<file path="config.mk">
export PLATFORM = sky130hd
export DESIGN_NAME = rv64_csr
export DESIGN_NICKNAME = d
export VERILOG_FILES = /design/src/design/rv64_pkg.sv /design/src/design/rv64_csr.sv
export SDC_FILE = /design/constraint.sdc
export NUM_CORES = 1
export LEC_CHECK = 0
export CORE_MARGIN = 5
export CORE_UTILIZATION = 55
export DETAILED_ROUTE_END_ITERATION = 8
export DONT_BUFFER_PORTS = 1
export HOLD_SLACK_MARGIN = 0.1
export PLACE_DENSITY_LB_ADDON = 0.2
export SLEW_MARGIN = 20
export SYNTH_ARGS = -nofsm -noshare
export SYNTH_HDL_FRONTEND = slang
export SYNTH_SLANG_ARGS = --single-unit
</file>
<file path="constraint.sdc">
create_clock -name clk -period 1.5 [get_ports clk]
set_input_delay 0.225 -clock clk [delete_from_list [all_inputs] [get_ports clk]]
set_output_delay 0.225 -clock clk [all_outputs]
set_load 0.01 [all_outputs]
</file>
<file path="src/design/rv64_pkg.sv">
package rv64_pkg;

    localparam int XLEN = 64;   // Integer register and address width
    localparam int ILEN = 32;   // Fetched instruction width

    // Operation classes leaving the decoder
    typedef enum logic [2:0] {
        OP_NOP,     // Anything unsupported lands here
        OP_LUI,
        OP_ADDI,
        OP_LD,
        OP_SD,
        OP_JAL,
        OP_JALR,
        OP_MRET
    } rv64_op_e;

    // Major opcode field ir[6:0], only the groups this core looks at
    typedef enum logic [6:0] {
        OPC_LOAD   = 7'b0000011,
        OPC_OP_IMM = 7'b0010011,
        OPC_STORE  = 7'b0100011,
        OPC_LUI    = 7'b0110111,
        OPC_JALR   = 7'b1100111,
        OPC_JAL    = 7'b1101111,
        OPC_SYSTEM = 7'b1110011
    } rv64_opcode_e;

    // Interrupt flag in the MSB, cause code 11
    localparam logic [XLEN-1:0] CAUSE_MEXT = 64'h8000_0000_0000_000B;

    // IR contents out of reset, opcode bits match no group
    localparam logic [ILEN-1:0] NOP_WORD = 32'h0000_0001;

    // mstatus bit positions
    localparam int MSTATUS_MIE  = 3;
    localparam int MSTATUS_MPIE = 7;

endpackage
</file>
<file path="src/design/rv64_csr.sv">
`timescale 1ns/1ps

module rv64_csr #(
    parameter logic [63:0] MTVEC_RESET = '0
) (
    input  logic                      clk,
    input  logic                      reset,
    input  logic                      trap_take,   // Pulse on interrupt entry
    input  logic                      mret_take,   // Pulse on MRET
    input  logic [rv64_pkg::XLEN-1:0] trap_pc,
    output logic                      mie,
    output logic [rv64_pkg::XLEN-1:0] mepc,
    output logic [rv64_pkg::XLEN-1:0] mtvec
);

    logic [rv64_pkg::XLEN-1:0] mstatus;
    logic [rv64_pkg::XLEN-1:0] mepc_q;

    always_ff @(posedge clk or negedge reset) begin
        if (!reset) begin
            mstatus                        <= '0;
            mstatus[rv64_pkg::MSTATUS_MIE] <= 1'b1;   // Interrupts open out of reset
            mepc_q                         <= '0;
        end else if (trap_take) begin
            mepc_q                          <= trap_pc;
            mstatus[rv64_pkg::MSTATUS_MPIE] <= mstatus[rv64_pkg::MSTATUS_MIE];
            mstatus[rv64_pkg::MSTATUS_MIE]  <= 1'b0;   // Handler runs masked
        end else if (mret_take) begin
            // Restore enable, MPIE set per spec
            mstatus[rv64_pkg::MSTATUS_MIE]  <= mstatus[rv64_pkg::MSTATUS_MPIE];
            mstatus[rv64_pkg::MSTATUS_MPIE] <= 1'b1;
        end
    end

    assign mie   = mstatus[rv64_pkg::MSTATUS_MIE];
    assign mepc  = mepc_q;
    assign mtvec = MTVEC_RESET;   // Direct mode, fixed base

endmodule

</file>
==> results_dict.tcl, run 1 <==
set metrics [dict create \
    yosys-top-cells-area "dfrtp_1 (54%), buf_4 (16%), mux2_2 (14%)" \
    syn_area_um2 3020 \
    synth_top_area_share 0.539 \
    postCtsSetupRepairBufs 0 \
    start_util 0.559 \
    die_w_um 84.1 \
    place_congestion 0.715 \
    synth_top_area_cell "dfrtp_1" \
    synth_cell_types 13 \
    top_level_ports 197 \
    cts_root_buf "clkbuf_8" \
    hold_buffers 102 \
    ys_warn_count 0 \
    cts_resized 0 \
    syn_inst 207 \
    status "aborted with a tool error" \
    numPortBuffers 0 \
    cts_buffers 9 \
    cts.sinks 66 \
    ys_ff_latch 66 \
    lastStage "clock tree synthesis" \
    ctsHtreeMaxLevel 3 \
    cts_buffer_depth 2 \
    rows 27 \
    dp_hpwl_um 4230 \
    firstError "[ERROR RSZ-0060] Max buffer count reached." \
    ys_seq_area_frac 0.547 \
    die_height_um 84.1 \
    syn_area_per_cell_um2 14.6 \
]
-- kinds of logic after synthesis --
family	after synthesis	share of synthesized area
buffers and inverters	71	0.179
DFF	66	0.547
muxes	65	0.267
and+or+nand+nor	3	0.00373
AOI/OAI and AO/OA	1	0.00166
other	1	0.00124
-- per-stage QoR --
step	hold WS, ns	instances	setup slack, ns	cell area [um^2]	util
global placement	-0.0688	271	0.685	2810	0.519
floorplan	-0.0706	270	0.569	3260	-
detailed placement	-0.0688	271	0.646	2810	0.519
-- cell usage after synthesis (all sizes together) --
master  count
buf        71
conb        1
dfrtp      65
dfstp       1
mux2       64
mux2i       1
nand2       1
nor2        2
o21ai       1
==> run 2: changes to the inputs <==
--- a/config.mk
+++ b/config.mk
@@ -6,11 +6,10 @@
 export NUM_CORES = 1
 export LEC_CHECK = 0
 export CORE_MARGIN = 5
-export CORE_UTILIZATION = 55
+export CORE_UTILIZATION = 40
 export DETAILED_ROUTE_END_ITERATION = 8
 export DONT_BUFFER_PORTS = 1
-export HOLD_SLACK_MARGIN = 0.1
-export PLACE_DENSITY_LB_ADDON = 0.2
+export PLACE_DENSITY_LB_ADDON = 0.15
 export SLEW_MARGIN = 20
 export SYNTH_ARGS = -nofsm -noshare
 export SYNTH_HDL_FRONTEND = slang
==> results_dict.tcl, run 2 <==
set metrics [dict create \
    core-area_um2 7290 \
    wirelength_um 5660 \
    largest_register_ffs 64 \
    diodes 0 \
    area_delta_synth_final_pct 0.829 \
    dp_hpwl_um 3970 \
    critPathCaptureType "output port" \
    die_w_um 96.9 \
    fmax_mhz 886 \
    synthAdderAreaFrac 0 \
    internal_power_w 0.00295 \
    synth_top_area_share 0.539 \
    clk_latency_ns 0.33 \
    synth_compound_area_frac 0.00166 \
    drive_above_1_share 0.329 \
    final_common_cell "dfrtp_1" \
    postCtsSetupRepairBufs 0 \
    busiest_layer "met2" \
    cp_max_fo 3 \
    first_global_vias 1476 \
    synth.mux.area_fraction 0.267 \
    synth-xor-area-share 0 \
    p_sw_frac 0.246 \
    rows 31 \
    viasPerCell 4.26 \
    numPortBuffers 0 \
    first_pass_iters 4 \
    dieArea_um2 9390 \
    fin_crit_sh 0.753 \
    grtUsageMet2 0.181 \
    synthSimpleGateAreaFrac 0.00373 \
    drc 0 \
    grt_max_degree 68 \
    grt.overflow.total 0 \
    rsz0062_at_grt "false" \
    antenna_found_initial 0 \
    cts_root_buf "clkbuf_8" \
    arrival_ns 0.90 \
    final_area_um2 3040 \
    placed_area_um2 2840 \
    crit_cells 0 \
    cts_tree "done" \
    ys_seq_area_frac 0.547 \
    use_met1 0.126 \
    grt_first_pass_wirelength_um 8740 \
    fin_skew_ns 0.00463 \
    ys.flop_type "dfrtp_1" \
    required_ns 1.27 \
    cellLeakagePower_nw 1.43 \
    synth_top_family_by_area "multiplexers" \
    vdd_drop_max_mv 0.629 \
    r2r_cells 1 \
    top_level_ports 197 \
    die_height_um 96.9 \
    combPwrFrac 0.078 \
    syn_area_per_cell_um2 14.6 \
    maxCapViolations 0 \
    ctsHtreeMaxLevel 3 \
    path_class "flop to output port" \
    switchingPower_w 0.000959 \
    syn_area_um2 3020 \
    synth_edf_count 0 \
    ys_ff_latch 66 \
    clkSlewWorstSetupHoldPaths_ns 0.07 \
    groute.usage.overall 0.119 \
    drt_iter0_drc 34 \
    yosysMostFrequentCell "dfrtp_1" \
    cts.sinks 66 \
    period_needed_ns 1.13 \
    seq_power_share 0.557 \
    grtUsageMet3 0.0849 \
    ys_warn_count 0 \
    synth_common_cells "dfrtp_1 (65), buf_4 (64), mux2_2 (37), mux2_4 (20), mux2_1 (7)" \
    cts_resized 0 \
    nNetsFinal 280 \
    final_cell_mix "dfrtp_1 (65), conb_1 (64), mux2_2 (37)" \
    hold_class "input port to async pin" \
    syn_inst 207 \
    hold_buffers 1 \
    via_count 1341 \
    start_kind "flop" \
    cts_buffer_depth 2 \
    synth_top_area_cell "dfrtp_1" \
    ant_nets 0 \
    yosys-top-cells-area "dfrtp_1 (54%), buf_4 (16%), mux2_2 (14%)" \
    cts_buffers 9 \
    status "finished, violations left" \
    hold_viol 66 \
    place_congestion 0.678 \
    hold_ws_ns -0.416 \
    routedWlPerCell_um 18.0 \
    finalSetupViolCount 0 \
    power_frac_clock 0.365 \
    violations "negative hold slack" \
    power.density_nw_per_um2 1280 \
    synth_cell_types 13 \
    start_util 0.414 \
    ys_async_sr_fraction 1.00 \
    setup_tns_ns 0 \
    drv_slew 0 \
]
[run 2: cell counts after synthesis]
No cell type changed its count.
[run 2: power by group through the flow]
stage	clock [W]	sequential (W)	combinational [W]
floorplan	0	0.00216	0.000446
global placement	0	0.00222	0.000289
detailed placement	0	0.00221	0.000298
CTS	0.00149	0.00218	0.000301
global route	0.00156	0.00220	0.000336
finish	0.00142	0.00218	0.000305
[run 2: final timing paths]
| check | start | end | slack, ns |
|---|---|---|---|
| setup / recovery | mie | mie | 0.37 |
| hold / removal | reset | mepc[31] | -0.42 |
| setup reg to reg | mepc[58] | mepc[58] | 0.67 |
| hold reg to reg | mstatus[7] | mie | 0.53 |
| max in group asynchronous | reset | mie | 1.73 |
| min in group clk | trap_pc[57] | mepc[57] | 0.03 |
[run 2: final cells by class]
type | instances | area (um^2)
clock buffer | 12 | 145
tap | 99 | 124
clock inverter | 3 | 40.0
timing repair buffer | 2 | 20.0
sequential | 66 | 1650
fill | 701 | 4250
multi-input combinational | 133 | 1060
[run 2: cells by family after synthesis]
kind of cell	Yosys count
buf+inv	71
mux	65
compound gates	1
flops	66
other cells	1
simple gates	3
[run 2: per-layer routing]
metal | routed length, um | vias up
met5 | 0 | -
met4 | 83 | 0
met3 | 876 | 8
met2 | 2720 | 111
met1 | 1970 | 653
li1 | - | 569
[run 2: through the flow]
stage               power, W   util  hold slack (ns)  std cells  setup slack [ns]
floorplan            0.00261      -          -0.0706        270             0.569
global placement     0.00250  0.389          -0.0686        298             0.677
detailed placement   0.00251  0.389          -0.0688        298             0.670
CTS                  0.00397  0.416           -0.440        314             0.342
global route         0.00410  0.417           -0.450        315             0.328
finish               0.00390  0.417           -0.416        315             0.371
Power figures use the tool's default switching activity.
==> run 3: changes to the inputs <==
==> constraint.sdc (replaced) <==
create_clock -name clk -period 0.9 [get_ports clk]
set_input_delay 0.135 -clock clk [delete_from_list [all_inputs] [get_ports clk]]
set_output_delay 0.135 -clock clk [all_outputs]
set_load 0.01 [all_outputs]
==> results_dict.tcl, run 3 (same netlist as run 2, synthesis figures left out) <==
set metrics [dict create \
    status "finished, violations left" \
    violations "negative hold slack, negative setup slack" \
    regArea_um2 1650 \
    drt_iter0_drc 38 \
    fin_ws_ns -0.136 \
    grtUsageMet3 0.0813 \
    period_needed_ns 1.04 \
    grt_max_degree 68 \
    clkSlewWorstSetupHoldPaths_ns 0.07 \
    fin_skew_ns 0.000178 \
    grtUsageMet2 0.252 \
    maxCapViolations 0 \
    die_w_um 96.9 \
    grt.overflow.total 0 \
    required_ns 0.76 \
    core-area_um2 7290 \
    largest_register_ffs 64 \
    hold_viol 120 \
    drc 0 \
    place_congestion 0.696 \
    fin_crit_sh 1.15 \
    path_class "flop to output port" \
    arrival_ns 0.90 \
    via_count 1828 \
    first_global_vias 2125 \
    seq_power_share 0.472 \
    vdd_drop_max_mv 0.955 \
    dp_hpwl_um 4230 \
    rows 31 \
    combPwrFrac 0.194 \
    routedWlPerCell_um 15.3 \
    final_cell_mix "conb_1 (64), dlygate4sd3_1 (64), dfrtp_1 (64)" \
    start_util 0.414 \
    cts_tree "done" \
    nNetsFinal 404 \
    switchingPower_w 0.00179 \
    die_height_um 96.9 \
    cts.sinks 66 \
    rsz0062_at_grt "true" \
    dieArea_um2 9390 \
    first_pass_iters 4 \
    drv_slew 0 \
    cp_max_fo 3 \
    multi_input_area_um2 1060 \
    p_sw_frac 0.240 \
    ant_nets 0 \
    use_met1 0.155 \
    hold_buffers 64 \
    hold_ws_ns -0.509 \
    start_kind "flop" \
    grt_first_pass_wirelength_um 11100 \
    power_frac_clock 0.334 \
    fmax_mhz 965 \
    internal_power_w 0.00567 \
    wirelength_um 6740 \
    finalSetupViolCount 51 \
    clk_latency_ns 0.32 \
    diodes 0 \
    drive_above_1_share 0.393 \
    hold_class "input port to async pin" \
    groute.usage.overall 0.146 \
    ctsHtreeMaxLevel 3 \
    setup_tns_ns -4.15 \
    viasPerCell 4.15 \
    cts_root_buf "clkbuf_8" \
    cellLeakagePower_nw 2.06 \
    numPortBuffers 0 \
    cts_buffer_depth 2 \
    top_level_ports 197 \
    power.density_nw_per_um2 1710 \
    antenna_found_initial 0 \
    area_delta_synth_final_pct 44.2 \
    busiest_layer "met2" \
    final_area_um2 4350 \
    placed_area_um2 3210 \
    critPathCaptureType "output port" \
    cts_buffers 9 \
    nFillCells 590 \
]
[run 3: cell count changes in the layout (fill, tap and decap cells not counted)]
cell	previous run	this run
clkinv_2	2	1
buf_4	0	6
dfrtp_1	65	64
clkbuf_1	2	3
dfrtp_2	0	1
dlygate4sd3_1	2	64
buf_6	0	56
clkbuf_8	10	11
[run 3: what timing repair did]
action	in CTS	in global routing
hold endpoints to repair	132	132
setup buffers	10	3
setup endpoints to repair	65	75
gates resized for setup	49	8
[run 3: metal layers]
metal	vias to the layer above	part of all wire
met4	0	0.0053
met5	-	0
met2	116	0.53
li1	816	-
met1	892	0.36
met3	4	0.11
[run 3: final timing paths]
check	endpoint	slack, ns	startpoint	cells after the start
min reg2reg	mepc[55]	0.51	mepc[55]	1
max	mie	-0.14	mie	0
max in group asynchronous	mie	1.22	reset	0
max reg2reg	mepc[8]	0	mepc[8]	2
min	mepc[11]	-0.51	reset	0
min in group clk	mie	-0.12	trap_take	1
[run 3: cell type report]
cell class | instances | area share
clock inverter | 2 | 0.00805
multi-input combinational | 133 | 0.244
clock buffer | 14 | 0.0374
sequential | 66 | 0.380
timing repair buffer | 126 | 0.302
tap | 99 | 0.0284
[run 3: power by group through the flow]
stage	logic [W]	clock network [W]	registers, W
3_5_place_dp	0.000982	0	0.00352
3_3_place_gp	0.000978	0	0.00351
4_1_cts	0.00141	0.00261	0.00351
5_1_grt	0.00155	0.00272	0.00356
6_report	0.00145	0.00249	0.00352
2_1_floorplan	0.000744	0	0.00360
[run 3: through the flow]
stage / total power [W] / instances / worst slack, ns / utilization
after global routing: 0.00783 / 440 / -0.189 / 0.597
after global placement: 0.00449 / 347 / 0.104 / 0.440
final: 0.00746 / 440 / -0.136 / 0.597
after CTS: 0.00752 / 437 / -0.167 / 0.590
after detailed placement: 0.00450 / 347 / 0.0755 / 0.440
after floorplan: 0.00435 / 270 / 0.0585 / -
