--- src/design/rv64_pkg.sv ---
package rv64_pkg;

    localparam int XLEN = 64;   // Integer register and address width
    localparam int ILEN = 32;   // Fetched instruction width

    // Operation classes leaving the decoder
    typedef enum logic [2:0] {
        OP_NOP,     // Anything unsupported lands here
        OP_LUI,
        OP_ADDI,
        OP_LD,
        OP_SD,
        OP_JAL,
        OP_JALR,
        OP_MRET
    } rv64_op_e;

    // Major opcode field ir[6:0], only the groups this core looks at
    typedef enum logic [6:0] {
        OPC_LOAD   = 7'b0000011,
        OPC_OP_IMM = 7'b0010011,
        OPC_STORE  = 7'b0100011,
        OPC_LUI    = 7'b0110111,
        OPC_JALR   = 7'b1100111,
        OPC_JAL    = 7'b1101111,
        OPC_SYSTEM = 7'b1110011
    } rv64_opcode_e;

    // Interrupt flag in the MSB, cause code 11
    localparam logic [XLEN-1:0] CAUSE_MEXT = 64'h8000_0000_0000_000B;

    // IR contents out of reset, opcode bits match no group
    localparam logic [ILEN-1:0] NOP_WORD = 32'h0000_0001;

    // mstatus bit positions
    localparam int MSTATUS_MIE  = 3;
    localparam int MSTATUS_MPIE = 7;

endpackage
--- src/design/rv64_dec_if.sv ---
`timescale 1ns/1ps

// Decoded fields of the instruction register
interface rv64_dec_if;

    rv64_pkg::rv64_op_e        op;
    logic [4:0]                rd;
    logic [4:0]                rs1;
    logic [4:0]                rs2;
    logic [rv64_pkg::XLEN-1:0] imm;   // Already sign extended per format

    modport source (output op, rd, rs1, rs2, imm);

    modport sink (input op, rd, rs1, rs2, imm);

endinterface

--- src/design/rv64_decode.sv ---
`timescale 1ns/1ps

module rv64_decode (
    input  logic                      clk,
    input  logic                      reset,
    input  logic [rv64_pkg::ILEN-1:0] instruction,
    rv64_dec_if.source                dec
);

    localparam logic [11:0] MRET_FUNCT12 = 12'h302;

    logic [rv64_pkg::ILEN-1:0] ir;
    rv64_pkg::rv64_opcode_e    opcode;
    logic [2:0]                funct3;
    logic [rv64_pkg::XLEN-1:0] imm_u;
    logic [rv64_pkg::XLEN-1:0] imm_i;
    logic [rv64_pkg::XLEN-1:0] imm_s;
    logic [rv64_pkg::XLEN-1:0] imm_j;

    // Fetch register, loaded every edge, bubbles are handled downstream
    always_ff @(posedge clk or negedge reset) begin
        if (!reset) begin
            ir <= rv64_pkg::NOP_WORD;
        end else begin
            ir <= instruction;
        end
    end

    assign opcode = rv64_pkg::rv64_opcode_e'(ir[6:0]);
    assign funct3 = ir[14:12];

    // Immediate formats
    assign imm_u = {{32{ir[31]}}, ir[31:12], 12'b0};
    assign imm_i = {{52{ir[31]}}, ir[31:20]};
    assign imm_s = {{52{ir[31]}}, ir[31:25], ir[11:7]};
    assign imm_j = {{43{ir[31]}}, ir[31], ir[19:12], ir[20], ir[30:21], 1'b0};   // Bit 0 always zero

    assign dec.rd  = ir[11:7];
    assign dec.rs1 = ir[19:15];
    assign dec.rs2 = ir[24:20];

    always_comb begin
        dec.op  = rv64_pkg::OP_NOP;   // Unknown encodings fall through as no-op
        dec.imm = '0;
        case (opcode)
            rv64_pkg::OPC_LUI: begin
                dec.op  = rv64_pkg::OP_LUI;
                dec.imm = imm_u;
            end
            rv64_pkg::OPC_OP_IMM: begin
                if (funct3 == 3'b000) begin   // ADDI only
                    dec.op  = rv64_pkg::OP_ADDI;
                    dec.imm = imm_i;
                end
            end
            rv64_pkg::OPC_LOAD: begin
                if (funct3 == 3'b011) begin   // Doubleword
                    dec.op  = rv64_pkg::OP_LD;
                    dec.imm = imm_i;
                end
            end
            rv64_pkg::OPC_STORE: begin
                if (funct3 == 3'b011) begin
                    dec.op  = rv64_pkg::OP_SD;
                    dec.imm = imm_s;
                end
            end
            rv64_pkg::OPC_JAL: begin
                dec.op  = rv64_pkg::OP_JAL;
                dec.imm = imm_j;
            end
            rv64_pkg::OPC_JALR: begin
                if (funct3 == 3'b000) begin
                    dec.op  = rv64_pkg::OP_JALR;
                    dec.imm = imm_i;
                end
            end
            rv64_pkg::OPC_SYSTEM: begin
                if (funct3 == 3'b000 && ir[31:20] == MRET_FUNCT12) begin
                    dec.op = rv64_pkg::OP_MRET;
                end
            end
            default: ;
        endcase
    end

endmodule

--- src/flat_wrapper.sv ---
// flat-port wrapper written by rule: the top's interface ports become plain ports
module rv64_decode_flat 
  (clk, reset, instruction, dec_op, dec_rd, dec_rs1, dec_rs2, dec_imm);
  rv64_dec_if dec_i ();
  input  logic clk;
  input  logic reset;
  input  logic [rv64_pkg::ILEN-1:0] instruction;
  output wire logic [$bits(dec_i.op)-1:0] dec_op;
  output wire logic [$bits(dec_i.rd)-1:0] dec_rd;
  output wire logic [$bits(dec_i.rs1)-1:0] dec_rs1;
  output wire logic [$bits(dec_i.rs2)-1:0] dec_rs2;
  output wire logic [$bits(dec_i.imm)-1:0] dec_imm;
  assign dec_op = dec_i.op;
  assign dec_rd = dec_i.rd;
  assign dec_rs1 = dec_i.rs1;
  assign dec_rs2 = dec_i.rs2;
  assign dec_imm = dec_i.imm;
  rv64_decode u_core (.clk(clk), .reset(reset), .instruction(instruction), .dec(dec_i));
endmodule
--- config.mk ---
export PLATFORM = sky130hd
export DESIGN_NAME = rv64_decode_flat
export DESIGN_NICKNAME = d
export VERILOG_FILES = /design/src/design/rv64_pkg.sv /design/src/design/rv64_dec_if.sv /design/src/design/rv64_decode.sv /design/src/flat_wrapper.sv
export SDC_FILE = /design/constraint.sdc
export NUM_CORES = 1
export LEC_CHECK = 0
export ABC_AREA = 1
export BUFFER_PORTS_ARGS = -buffer_cell sky130_fd_sc_hd__buf_2
export CAP_MARGIN = 15
export CORE_MARGIN = 2
export CORE_UTILIZATION = 43
export DETAILED_ROUTE_END_ITERATION = 10
export PLACE_DENSITY = 0.8
export SLEW_MARGIN = 20
export SYNTH_ARGS = -nofsm -noshare
export SYNTH_HDL_FRONTEND = slang
export SYNTH_SLANG_ARGS = --single-unit
--- constraint.sdc ---
create_clock -name clk -period 3.02 [get_ports clk]
set_clock_uncertainty 0.1 [all_clocks]
set_input_delay 0.604 -clock clk [delete_from_list [all_inputs] [get_ports clk]]
set_output_delay 0.604 -clock clk [all_outputs]
set_load 0.02 [all_outputs]
# Yosys cells after proc, flatten, opt, wreduce, memory -nomap -nowiden
# Index checks and enable logic that the tools add are counted.
dict set report totals {
  ff_bits 32
}
dict set report op_classes {
  n_eq_ne 9
  mux 10
  n_reduce_logical 3
}
# operator count
set ops {}
lappend ops {{$pmux W64 S5} 1}
lappend ops {{$mux W64} 3}
lappend ops {{$eq A7 B7 Y1 const B} 3}
lappend ops {{$pmux W3 S7} 1}
lappend ops {{$eq A7 B6 Y1 const B} 2}
lappend ops {{$eq A12 B10 Y1 const B} 1}
lappend ops {{$mux W3} 3}
lappend ops {{$eq A7 B2 Y1 const B} 1}
lappend ops {{$eq A7 B5 Y1 const B} 1}
lappend ops {{$mux W2} 2}
lappend ops {{$eq A3 B2 Y1 const B} 1}
lappend ops {{$logic_not A3 Y1} 1}
lappend ops {{$reduce_or A2 Y1} 1}
lappend ops {{$logic_and A1 B1 Y1} 1}

# Longest topological paths before layout
# Gate-level depths: netlist of run 1.
dict set report logic_depth {
  ltp_word 4
  depth_mapped 11
}

# Worst setup path after synthesis of run 1
# Ideal clock, no wire load.
dict set report synth_timing {
  path_type {register -> output}
  start {reg u_core.ir[0] (netlist bit)}
  end {out dec_imm[32]}
  t_arrival_ns 2.097
  required_time_ns 2.316
  setup_slack_ns 0.219
  stages_incl_launch_ff 12
  path_buffers 1
  path_cell_list {dfstp_2 -> nand2_1 -> inv_1 -> nand2_1 -> nor2_1 -> nand2_1 -> nand2_1 -> nand2_2 -> inv_2 -> nor2_4 -> nand2_1 -> buf_4}
}
dict set report synth_between {
  elab_chain_len 3
}
# element line_no
set synth_rtl {}
lappend synth_rtl {{from (decl)} rv64_decode.sv:12} ;# logic [rv64_pkg::ILEN-1:0] ir;
lappend synth_rtl {{from (signal assigned)} rv64_decode.sv:23} ;# ir <= rv64_pkg::NOP_WORD;
lappend synth_rtl {{from (signal assigned)} rv64_decode.sv:25} ;# ir <= instruction;
lappend synth_rtl {{$eq A7 B5 Y1 / $eq A7 B7 Y1 (equally long branches)} rv64_decode.sv:45} ;# case (opcode)
lappend synth_rtl {{$reduce_or A2 Y1 (no source line)} n/a}
lappend synth_rtl {{$pmux W64 S5 *} rv64_decode.sv:45}
lappend synth_rtl {{to (decl)} flat_wrapper.sv:12} ;# output wire logic [$bits(dec_i.imm)-1:0] dec_imm;
# Mark *: on every way between the ends. The rest lies on a longest branch, timed or not.

# Final worst setup path of run 1
dict set report layout_timing {
  start {reg u_core.ir[0] (netlist bit)}
  end {out dec_imm[46]}
}
# The elaborated chain is that of the path after synthesis.

==> flow_summary.toml, run 1 <==
[yosys]
cell_count_after_synthesis = 225
mappedNetlistArea_um2 = 1836
synth.avg_cell_area_um2 = 8.158
synth_fp_nets = 259
synth-warning-count = 0
postSynthRegisterBits = 32
netlist-cell-type-count = 19
synth_sequential_area_ratio = 0.4369

[floorplanning]
ios = 116
total_die_area_um2 = 4807
placementRows = 23
core_um2 = 4058
floorplan.die.width_um = 69.34
die-height_um = 69.34
initial_standard_cell_utilization_of_the_core = 0.4524

[timing]
tns_ps = 0
slew_headroom = 0.5404
worst_pin_slew_ps = 689.3
final_max_slew_viol_count = 0
max_freq_mhz = 364.8
hold_slack_ps = 262.6
hold_viol = 0
period_minus_slack_ps = 2741
rsz0062_at_grt = "false"
final_critical_path_setup_slack_ps = 278.5
fin_crit_sh = 0.9078
number_of_setup_violations_in_the_final_report = 0

[cts]
cts_made_buffers = 5
cts.reportedPaths.clkPinSlew_ps = 70
clockRootBuffer = "clkbuf_8"
clockBufferDepth = 2
tritoncts = "built"
htreeDepth = 2
hold_buffers = 0
cts_sinks = 32

[worst_setup_path]
worstSetupStartpoint = "u_core.ir[0]"
cp.required_ps = 2320
path_max_fanout = 33
worstSetupEndpointType = "primary output"
cp-start-kind = "flop"
crit_arrival_ps = 2040
endpoint = "dec_imm[46]"
path_class = "reg -> out"

[power]
power.ir.vdd_worst_v = 0.0005776
power-per-cell-area_nw_per_um2 = 442.9
leakagePower_nw = 1.469
finalPower_mw = 1.004
internal_power_uw = 776.6
pwr-share-seq = 0.467
switching_share_of_total_power = 0.2266
power.net_switching_uw = 227.5
share_clk_of_total_power = 0.441
power.share.combinational = 0.093

[drt]
average_wire_per_cell_in_the_routed_design_um = 11.27
drt-initial-drc-count = 24
detailroute.via_count = 1589
remaining_drc_errors = 0
antenna_left = 0
dr.pass1.iters = 4
viasPerCell = 4.489
routed_wl_mm = 3.989

[cells_and_area]
filler_cell_count = 362
drive_gt1_frac = 0.5066
finish.utilization = 0.5587
reg_top3 = "u_core.ir x32"
largest_register_ff_count = 32
registers.top_by_ff_count = "u_core.ir"
non_filler_instance_count_after_layout = 354
antenna_cells = 0
final_layout_net_count = 337
post-route-cell-area_um2 = 2267
layout-area-overhead-vs-synth_pct = 23.52

[placement]
detailed_place_hpwl_mm = 3.155
gp_congestion = 0.8557
port_buffers = 115
post_dp_cell_area_um2 = 2111
numPlacedInstances = 343
pre_cts_slack_ps = 468.4

[global_route]
vias_in_the_first_global_route = 1541
grt_antenna_before_repair = 0
grt_start_max_net_pins = 34
grt.overflow.total = 0
grt_first_pass_wirelength_mm = 6.658
grt.total_usage = 0.1712

[run]
drv_cap = 0

[status]
run_status = "finished, final reports clean"

[hold_path]
min-delay-path-class = "in -> async"
[synth_stat cells, drive strengths merged]
| library cell | n | area share |
|---|---|---|
| buf | 49 | 0.21 |
| a21oi | 1 | 0.0027 |
| nor3 | 3 | 0.011 |
| o21ai | 10 | 0.027 |
| nand2 | 68 | 0.16 |
| nor2 | 28 | 0.075 |
| nand3 | 14 | 0.044 |
| dfrtp | 31 | 0.42 |
| nand4 | 1 | 0.0034 |
| dfstp | 1 | 0.014 |
| inv | 19 | 0.039 |
[worst min-delay path by stage]
stage / start / end / slack, ps / cells after the start
final: reset / u_core.ir[28] / 260 / 1
after global routing: instruction[27] / u_core.ir[27] / 310 / 1
after CTS: reset / u_core.ir[5] / 280 / 1
after detailed placement: reset / u_core.ir[17] / 590 / 1
after global placement: reset / u_core.ir[17] / 570 / 1
after floorplan: reset / u_core.ir[10] / 210 / 0
[cells by family (layout without fill, tap and decap cells)]
kind of cell           after synthesis  after routing  share of synthesized area
AND/OR/NAND/NOR                    114            114                     0.2883
buffers and inverters               68            147                     0.2447
flip-flops                          32             32                     0.4369
AO/OA/AOI/OAI                       11             11                    0.02999
[timing repair]
| action | CTS | global route |
|---|---|---|
| setup endpoints to repair | 0 | 33 |
| setup buffers | 0 | 3 |
| resized for setup | 0 | 2 |
[area by class of cell]
class,instances,area [µm²],share of cell area
inverter,19,71.32,0.03146
clock buffer,7,96.34,0.04249
tap,50,62.56,0.02759
sequential,32,802.0,0.3538
timing repair buffer,120,620.6,0.2737
multi-input combinational,125,584.3,0.2577
clock inverter,1,30.03,0.01325
[critical path, cell delays in order, from the launching register on]
cell     delay, ps
dfstp_2        520
nand2_1         70
inv_1          100
nand2_1        120
nor2_1         140
nand2_1        110
nand2_1         90
nand2_2         60
inv_2           70
nor2_4          50
nand2_1         90
buf_8          170
buf_2          180
[power groups by stage]
stage	clock network, mW	logic, mW	registers, mW
floorplan	0	0.0645	0.472
global placement	0	0.0916	0.475
detailed placement	0	0.0936	0.476
CTS	0.454	0.0939	0.468
global route	0.477	0.103	0.471
finish	0.442	0.0932	0.468
[layout by cell type (no fill, tap or decap), drive strengths merged]
cell type  instances
a21oi              1
nor2              28
nor3               3
nand4              1
clkbuf             7
nand3             14
o21ai             10
buf              120
inv               19
nand2             68
bufinv             1
dfrtp             31
dfstp              1
[metal layers]
layer | track usage | routed length (µm)
met2 | 0.3024 | 1974
met4 | 0.05882 | 57
met5 | 0 | 0
met1 | 0.1853 | 1543
met3 | 0.06831 | 413
Note: power is estimated with default switching activity, not from simulation.
==> inputs of run 2 (changes only) <==
==> constraint.sdc (replaced) <==
create_clock -name clk -period 2.9 [get_ports clk]
set_clock_uncertainty 0.1 [all_clocks]
set_input_delay 0.58 -clock clk [delete_from_list [all_inputs] [get_ports clk]]
set_output_delay 0.58 -clock clk [all_outputs]
set_load 0.02 [all_outputs]
==> run 2 against run 1 <==
Clock power fell by 22%. Sequential power rose by 4.3%. Final cell count rose by 0.85%. Core utilization barely moved. Count of clock-buffer cells in the layout fell by 1. Total power fell by 7.4%. Wire length rose by 2.9%. Die area did not move. Global-route usage rose by 0.12 points. Final area barely moved. First-iteration DRC count rose by 79%. Via count rose by 1.0%. Critical path type unchanged.
==> flow_summary.toml, run 2 (synthesis gave the netlist of run 1 again) <==
[cts]
cts.reportedPaths.clkPinSlew_ps = 60
clockBufferDepth = 2
htreeDepth = 2
hold_buffers = 0
cts_made_buffers = 5
clockRootBuffer = "clkbuf_8"
cts_sinks = 32
tritoncts = "built"

[cells_and_area]
antenna_cells = 0
layout_common_cells = "115 x buf_2, 55 x nand2_1, 31 x dfrtp_1"
final_layout_net_count = 340
layout-area-overhead-vs-synth_pct = 23.45
post-route-cell-area_um2 = 2266
registers.top_by_ff_count = "u_core.ir"
largest_register_ff_count = 32
finish.utilization = 0.5584
filler_cell_count = 371
drive_gt1_frac = 0.5179
reg_top3 = "u_core.ir x32"
mostFrequentLayoutCell = "buf_2"

[power]
power-per-cell-area_nw_per_um2 = 410.3
leakagePower_nw = 1.469
power.ir.vdd_worst_v = 0.0003831
finalPower_uw = 929.7

[floorplanning]
core_um2 = 4058
ios = 116
die-height_um = 69.34
total_die_area_um2 = 4807
initial_standard_cell_utilization_of_the_core = 0.4524
floorplan.die.width_um = 69.34
placementRows = 23

[worst_setup_path]
worstSetupStartpoint = "u_core.ir[0]"
cp.required_ps = 2220
path_max_fanout = 33
endpoint = "dec_imm[46]"
worstSetupEndpointType = "primary output"
crit_arrival_ps = 1990
path_class = "reg -> out"
cp-start-kind = "flop"

[global_route]
vias_in_the_first_global_route = 1501
grt_start_max_net_pins = 34
grt.total_usage = 0.1725
grt_first_pass_wirelength_mm = 6.713
grt.overflow.total = 0
met1_usage = 0.1890
top_usage_layer = "met2"
met3_track_demand_over_resource = 0.05669
grt_antenna_before_repair = 0
grtUsageMet2 = 0.3109

[drt]
dr.pass1.iters = 4
detailroute.via_count = 1605
remaining_drc_errors = 0
drt-initial-drc-count = 43
average_wire_per_cell_in_the_routed_design_um = 11.50
viasPerCell = 4.496
antenna_left = 0
routed_wl_mm = 4.105

[placement]
detailed_place_hpwl_mm = 3.160
port_buffers = 115
post_dp_cell_area_um2 = 2111
gp_congestion = 0.8559

[run]
drv_cap = 0

[timing]
tns_ps = 0
rsz0062_at_grt = "false"
fin_crit_sh = 0.9224
slew_headroom = 0.5347
final_max_slew_viol_count = 0
number_of_setup_violations_in_the_final_report = 0
worst_pin_slew_ps = 697.9
period_minus_slack_ps = 2675
max_freq_mhz = 373.8
hold_slack_ps = 242.8
hold_viol = 0

[status]
run_status = "finished, final reports clean"

[hold_path]
min-delay-path-class = "in -> async"
-- run 2: layer usage --
metal  routed length, µm  vias to the layer above  part of all wire
met5                   0                        -                 0
met4                  58                        0             0.014
met3                 393                        6             0.096
met2                2036                       87              0.50
met1                1617                      706              0.39
li1                    -                      806                 -
-- run 2: final cells by class --
class | count | area [µm²] | share of cell area
Sequential cell | 32 | 802.0 | 0.3539
Tap cell | 50 | 62.56 | 0.02761
Clock buffer | 6 | 82.58 | 0.03644
Timing Repair Buffer | 123 | 648.1 | 0.2860
Inverter | 19 | 71.32 | 0.03147
Clock inverter | 2 | 10.01 | 0.004417
Multi-Input combinational cell | 125 | 589.3 | 0.2601
-- run 2: worst min-delay path by stage --
stage                    start             to
2_1_floorplan            reset  u_core.ir[10]
4_1_cts                  reset  u_core.ir[12]
5_1_grt        instruction[27]  u_core.ir[27]
3_3_place_gp             reset  u_core.ir[17]
3_5_place_dp             reset  u_core.ir[17]
6_report                 reset  u_core.ir[17]
-- run 2: per-stage QoR --
stage | cells | setup WS (ps)
after global placement | 343 | 450.7
after global routing | 357 | 23.52
final | 357 | 225.0
after CTS | 351 | 54.95
after detailed placement | 343 | 366.8
after floorplan | 225 | 122.6
-- run 2: where the power goes --
group          switching (mW)  internal (mW)
clock                   0.154          0.189
sequential             0.0185          0.470
combinational          0.0616         0.0365
total                   0.234          0.695
-- run 2: critical path, stage by stage, from the launching register on --
cell	delay (ps)
dfstp_2	520
nand2_1	70
inv_1	100
nand2_1	90
nor2_4	220
nand2_1	80
nand2_1	110
nor2_4	80
nand2_1	110
buf_12	160
buf_2	170
-- run 2: timing repair --
action	CTS	global route
resized for setup	0	5
endpoints found under the setup margin	0	33
buffers inserted	0	6
==> inputs of run 3 (changes only) <==
--- a/config.mk
+++ b/config.mk
@@ -5,14 +5,12 @@
 export SDC_FILE = /design/constraint.sdc
 export NUM_CORES = 1
 export LEC_CHECK = 0
-export ABC_AREA = 1
 export BUFFER_PORTS_ARGS = -buffer_cell sky130_fd_sc_hd__buf_2
 export CAP_MARGIN = 15
 export CORE_MARGIN = 2
-export CORE_UTILIZATION = 43
+export CORE_UTILIZATION = 41
 export DETAILED_ROUTE_END_ITERATION = 10
-export PLACE_DENSITY = 0.8
-export SLEW_MARGIN = 20
+export PLACE_DENSITY = 0.79
 export SYNTH_ARGS = -nofsm -noshare
 export SYNTH_HDL_FRONTEND = slang
 export SYNTH_SLANG_ARGS = --single-unit
==> run 3 against run 2 <==
Non-clock buffer count decreased by 5. Sequential share of layout area is 3.5 points higher. Worst setup slack got worse by 54 ps. Critical path depth shrank 4. Core utilization decreased by 3.9 points. First-iteration DRC count is 49% lower. Combinational power down 11%. Fmax is 2.0% lower. Count of clock-buffer cells in the layout is 1 higher. Synthesized area is 8.2% lower. Final area decreased by 9.0%. Via count is 16% lower. Critical endpoint is now dec_imm[11]. Largest cell class unchanged.
==> flow_summary.toml, run 3 <==
[cells_and_area]
seq_area_um2 = 802.0
layout-area-overhead-vs-synth_pct = 22.35
reg_top3 = "u_core.ir x32"
antenna_cells = 0
final_layout_net_count = 272
drive_gt1_frac = 0.5523
filler_cell_count = 372
mostFrequentLayoutCell = "buf_2"
registers.top_by_ff_count = "u_core.ir"
largest_register_ff_count = 32
multi_input_logic_area_um2 = 506.7
layout_common_cells = "115 x buf_2, 31 x dfrtp_1, 22 x nand2_1"

[yosys]
synth-warning-count = 0
synth-async-reset-ratio = 1.000
synthMostInstantiatedCell = "buf_4"
mappedNetlistArea_um2 = 1685
dominantRegCellSynth = "dfrtp_1"
netlist-cell-type-count = 33
synth.mux.area_fraction = 0
synth.avg_cell_area_um2 = 10.40
synth_top_area_frac = 0.4603
cell_count_after_synthesis = 162
post_synth_and_or_nand_nor_area_fraction = 0.1856
synth_sequential_area_ratio = 0.4759
synth-adder-area-share = 0
synth_fp_nets = 196
synthTopCellsByCount = "47 x buf_4, 31 x dfrtp_1, 22 x nand2_1"
postSynthRegisterBits = 32
synth_edf_count = 0
synth_area_in_xor_xnor = 0
largest_family_of_logic_cells_by_synthesized_area = "buffers and inverters"
synth-compound-area-share = 0.1151
synth_top_area_cell = "dfrtp_1"
synth_area_leaders = "dfrtp_1 46%, buf_4 21%, a21o_1 5.3%, nand2_1 4.9%, and2_1 2.2%"

[placement]
detailed_place_hpwl_mm = 2.884
gp_congestion = 0.8745
port_buffers = 115
pre_cts_slack_ps = 463.0

[cts]
postCtsResizedCells = 0
clockBufferDepth = 2
cts.reportedPaths.clkPinSlew_ps = 60
htreeDepth = 2
clockRootBuffer = "clkbuf_8"
tritoncts = "built"
cts_sinks = 32
cts_setup_buffers = 0
hold_buffers = 0
cts_made_buffers = 5

[timing]
final_critical_path_setup_slack_ps = 170.7
rsz0062_at_grt = "true"
max_freq_mhz = 366.4
number_of_setup_violations_in_the_final_report = 0
slew_headroom = 0.5463
hold_viol = 0
final_max_slew_viol_count = 0
fin_crit_sh = 0.9411
worst_pin_slew_ps = 680.6
period_minus_slack_ps = 2729

[run]
drv_cap = 0

[global_route]
grt.total_usage = 0.1675
grt_first_pass_wirelength_mm = 5.492
grt_start_max_net_pins = 34
grt.overflow.total = 0
vias_in_the_first_global_route = 1188
grt_antenna_before_repair = 0

[power]
finalPower_uw = 891.7
power-per-cell-area_nw_per_um2 = 432.4
power.ir.vdd_worst_v = 0.0002587
leakagePower_nw = 1.317

[drt]
dr.pass1.iters = 4
drt-initial-drc-count = 22
routed_wl_mm = 3.608
average_wire_per_cell_in_the_routed_design_um = 12.48
remaining_drc_errors = 0
detailroute.via_count = 1348
antenna_left = 0
viasPerCell = 4.664

[worst_setup_path]
worst_path_most_repeated_cell = "o21ai_1"
cp.required_ps = 2220
cp-start-kind = "flop"
crit_arrival_ps = 2050
path_cells = "nor4b_2 > o21ai_1 > a21oi_1 > nand2_1 > o21ai_1 > buf_2"
worstSetupEndpointType = "primary output"
path_class = "reg -> out"
max_stage_delay_ps = 440
critical_path_top_delay_cell = "dfrtp_1"
path_max_fanout = 9

[floorplanning]
core_um2 = 3971
die-height_um = 68.12
ios = 116
total_die_area_um2 = 4640
floorplan.die.width_um = 68.12
placementRows = 23
initial_standard_cell_utilization_of_the_core = 0.4244

[status]
run_status = "finished, final reports clean"

[hold_path]
min-delay-path-class = "in -> async"
-- run 3: logic make-up (layout without fill, tap and decap cells) --
family / count (synthesis) / in the layout
and+or+nand+nor: 54 / 54
buffers and inverters: 51 / 128
DFF: 32 / 32
AOI/OAI and AO/OA: 25 / 25
-- run 3: metrics by stage --
step	util	setup TNS [ps]	instance area (µm²)	instances	hold WS, ps
5_1_grt	0.5192	-10.43	2062	289	277.3
6_report	0.5192	0	2062	289	239.5
3_5_place_dp	0.4978	0	1977	281	562.4
2_1_floorplan	-	0	1685	162	184.4
3_3_place_gp	0.4978	0	1977	281	557.4
4_1_cts	0.5183	0	2058	289	262.1
-- run 3: power breakdown --
part           total [mW]  internal, mW  leakage [nW]  switching, mW
Combinational      0.0873        0.0362         0.903         0.0511
Sequential          0.491         0.470         0.372         0.0205
Clock               0.314         0.168        0.0422          0.146
Total               0.892         0.674          1.32          0.217
-- run 3: metal layers --
layer / GRT usage / part of all wire
met1: 0.1971 / 0.38
met2: 0.2731 / 0.51
met3: 0.06579 / 0.10
met4: 0.06750 / 0.0080
met5: 0 / 0
-- run 3: cell type report --
type | instances | area share
Tap cell | 50 | 0.03034
Sequential cell | 32 | 0.3890
Timing Repair Buffer | 118 | 0.2919
Clock buffer | 7 | 0.03701
Clock inverter | 1 | 0.002427
Inverter | 2 | 0.003641
Multi-Input combinational cell | 79 | 0.2458
-- run 3: critical path: cells and delay by family (launching register included) --
| family | cells | cell delay [ps] |
|---|---|---|
| flops | 1 | 440 |
| simple gates | 2 | 590 |
| compound gates | 3 | 540 |
| buf+inv | 1 | 200 |
-- run 3: worst max-delay path by stage --
stage                       from           to  slack, ps  cells past startpoint
floorplan           u_core.ir[6]  dec_imm[32]         50                      4
global placement    u_core.ir[2]  dec_imm[11]        420                      6
detailed placement  u_core.ir[2]  dec_imm[11]        460                      6
CTS                 u_core.ir[2]  dec_imm[11]        140                      6
global route        u_core.ir[2]  dec_imm[11]        -10                      6
finish              u_core.ir[2]  dec_imm[11]        170                      6
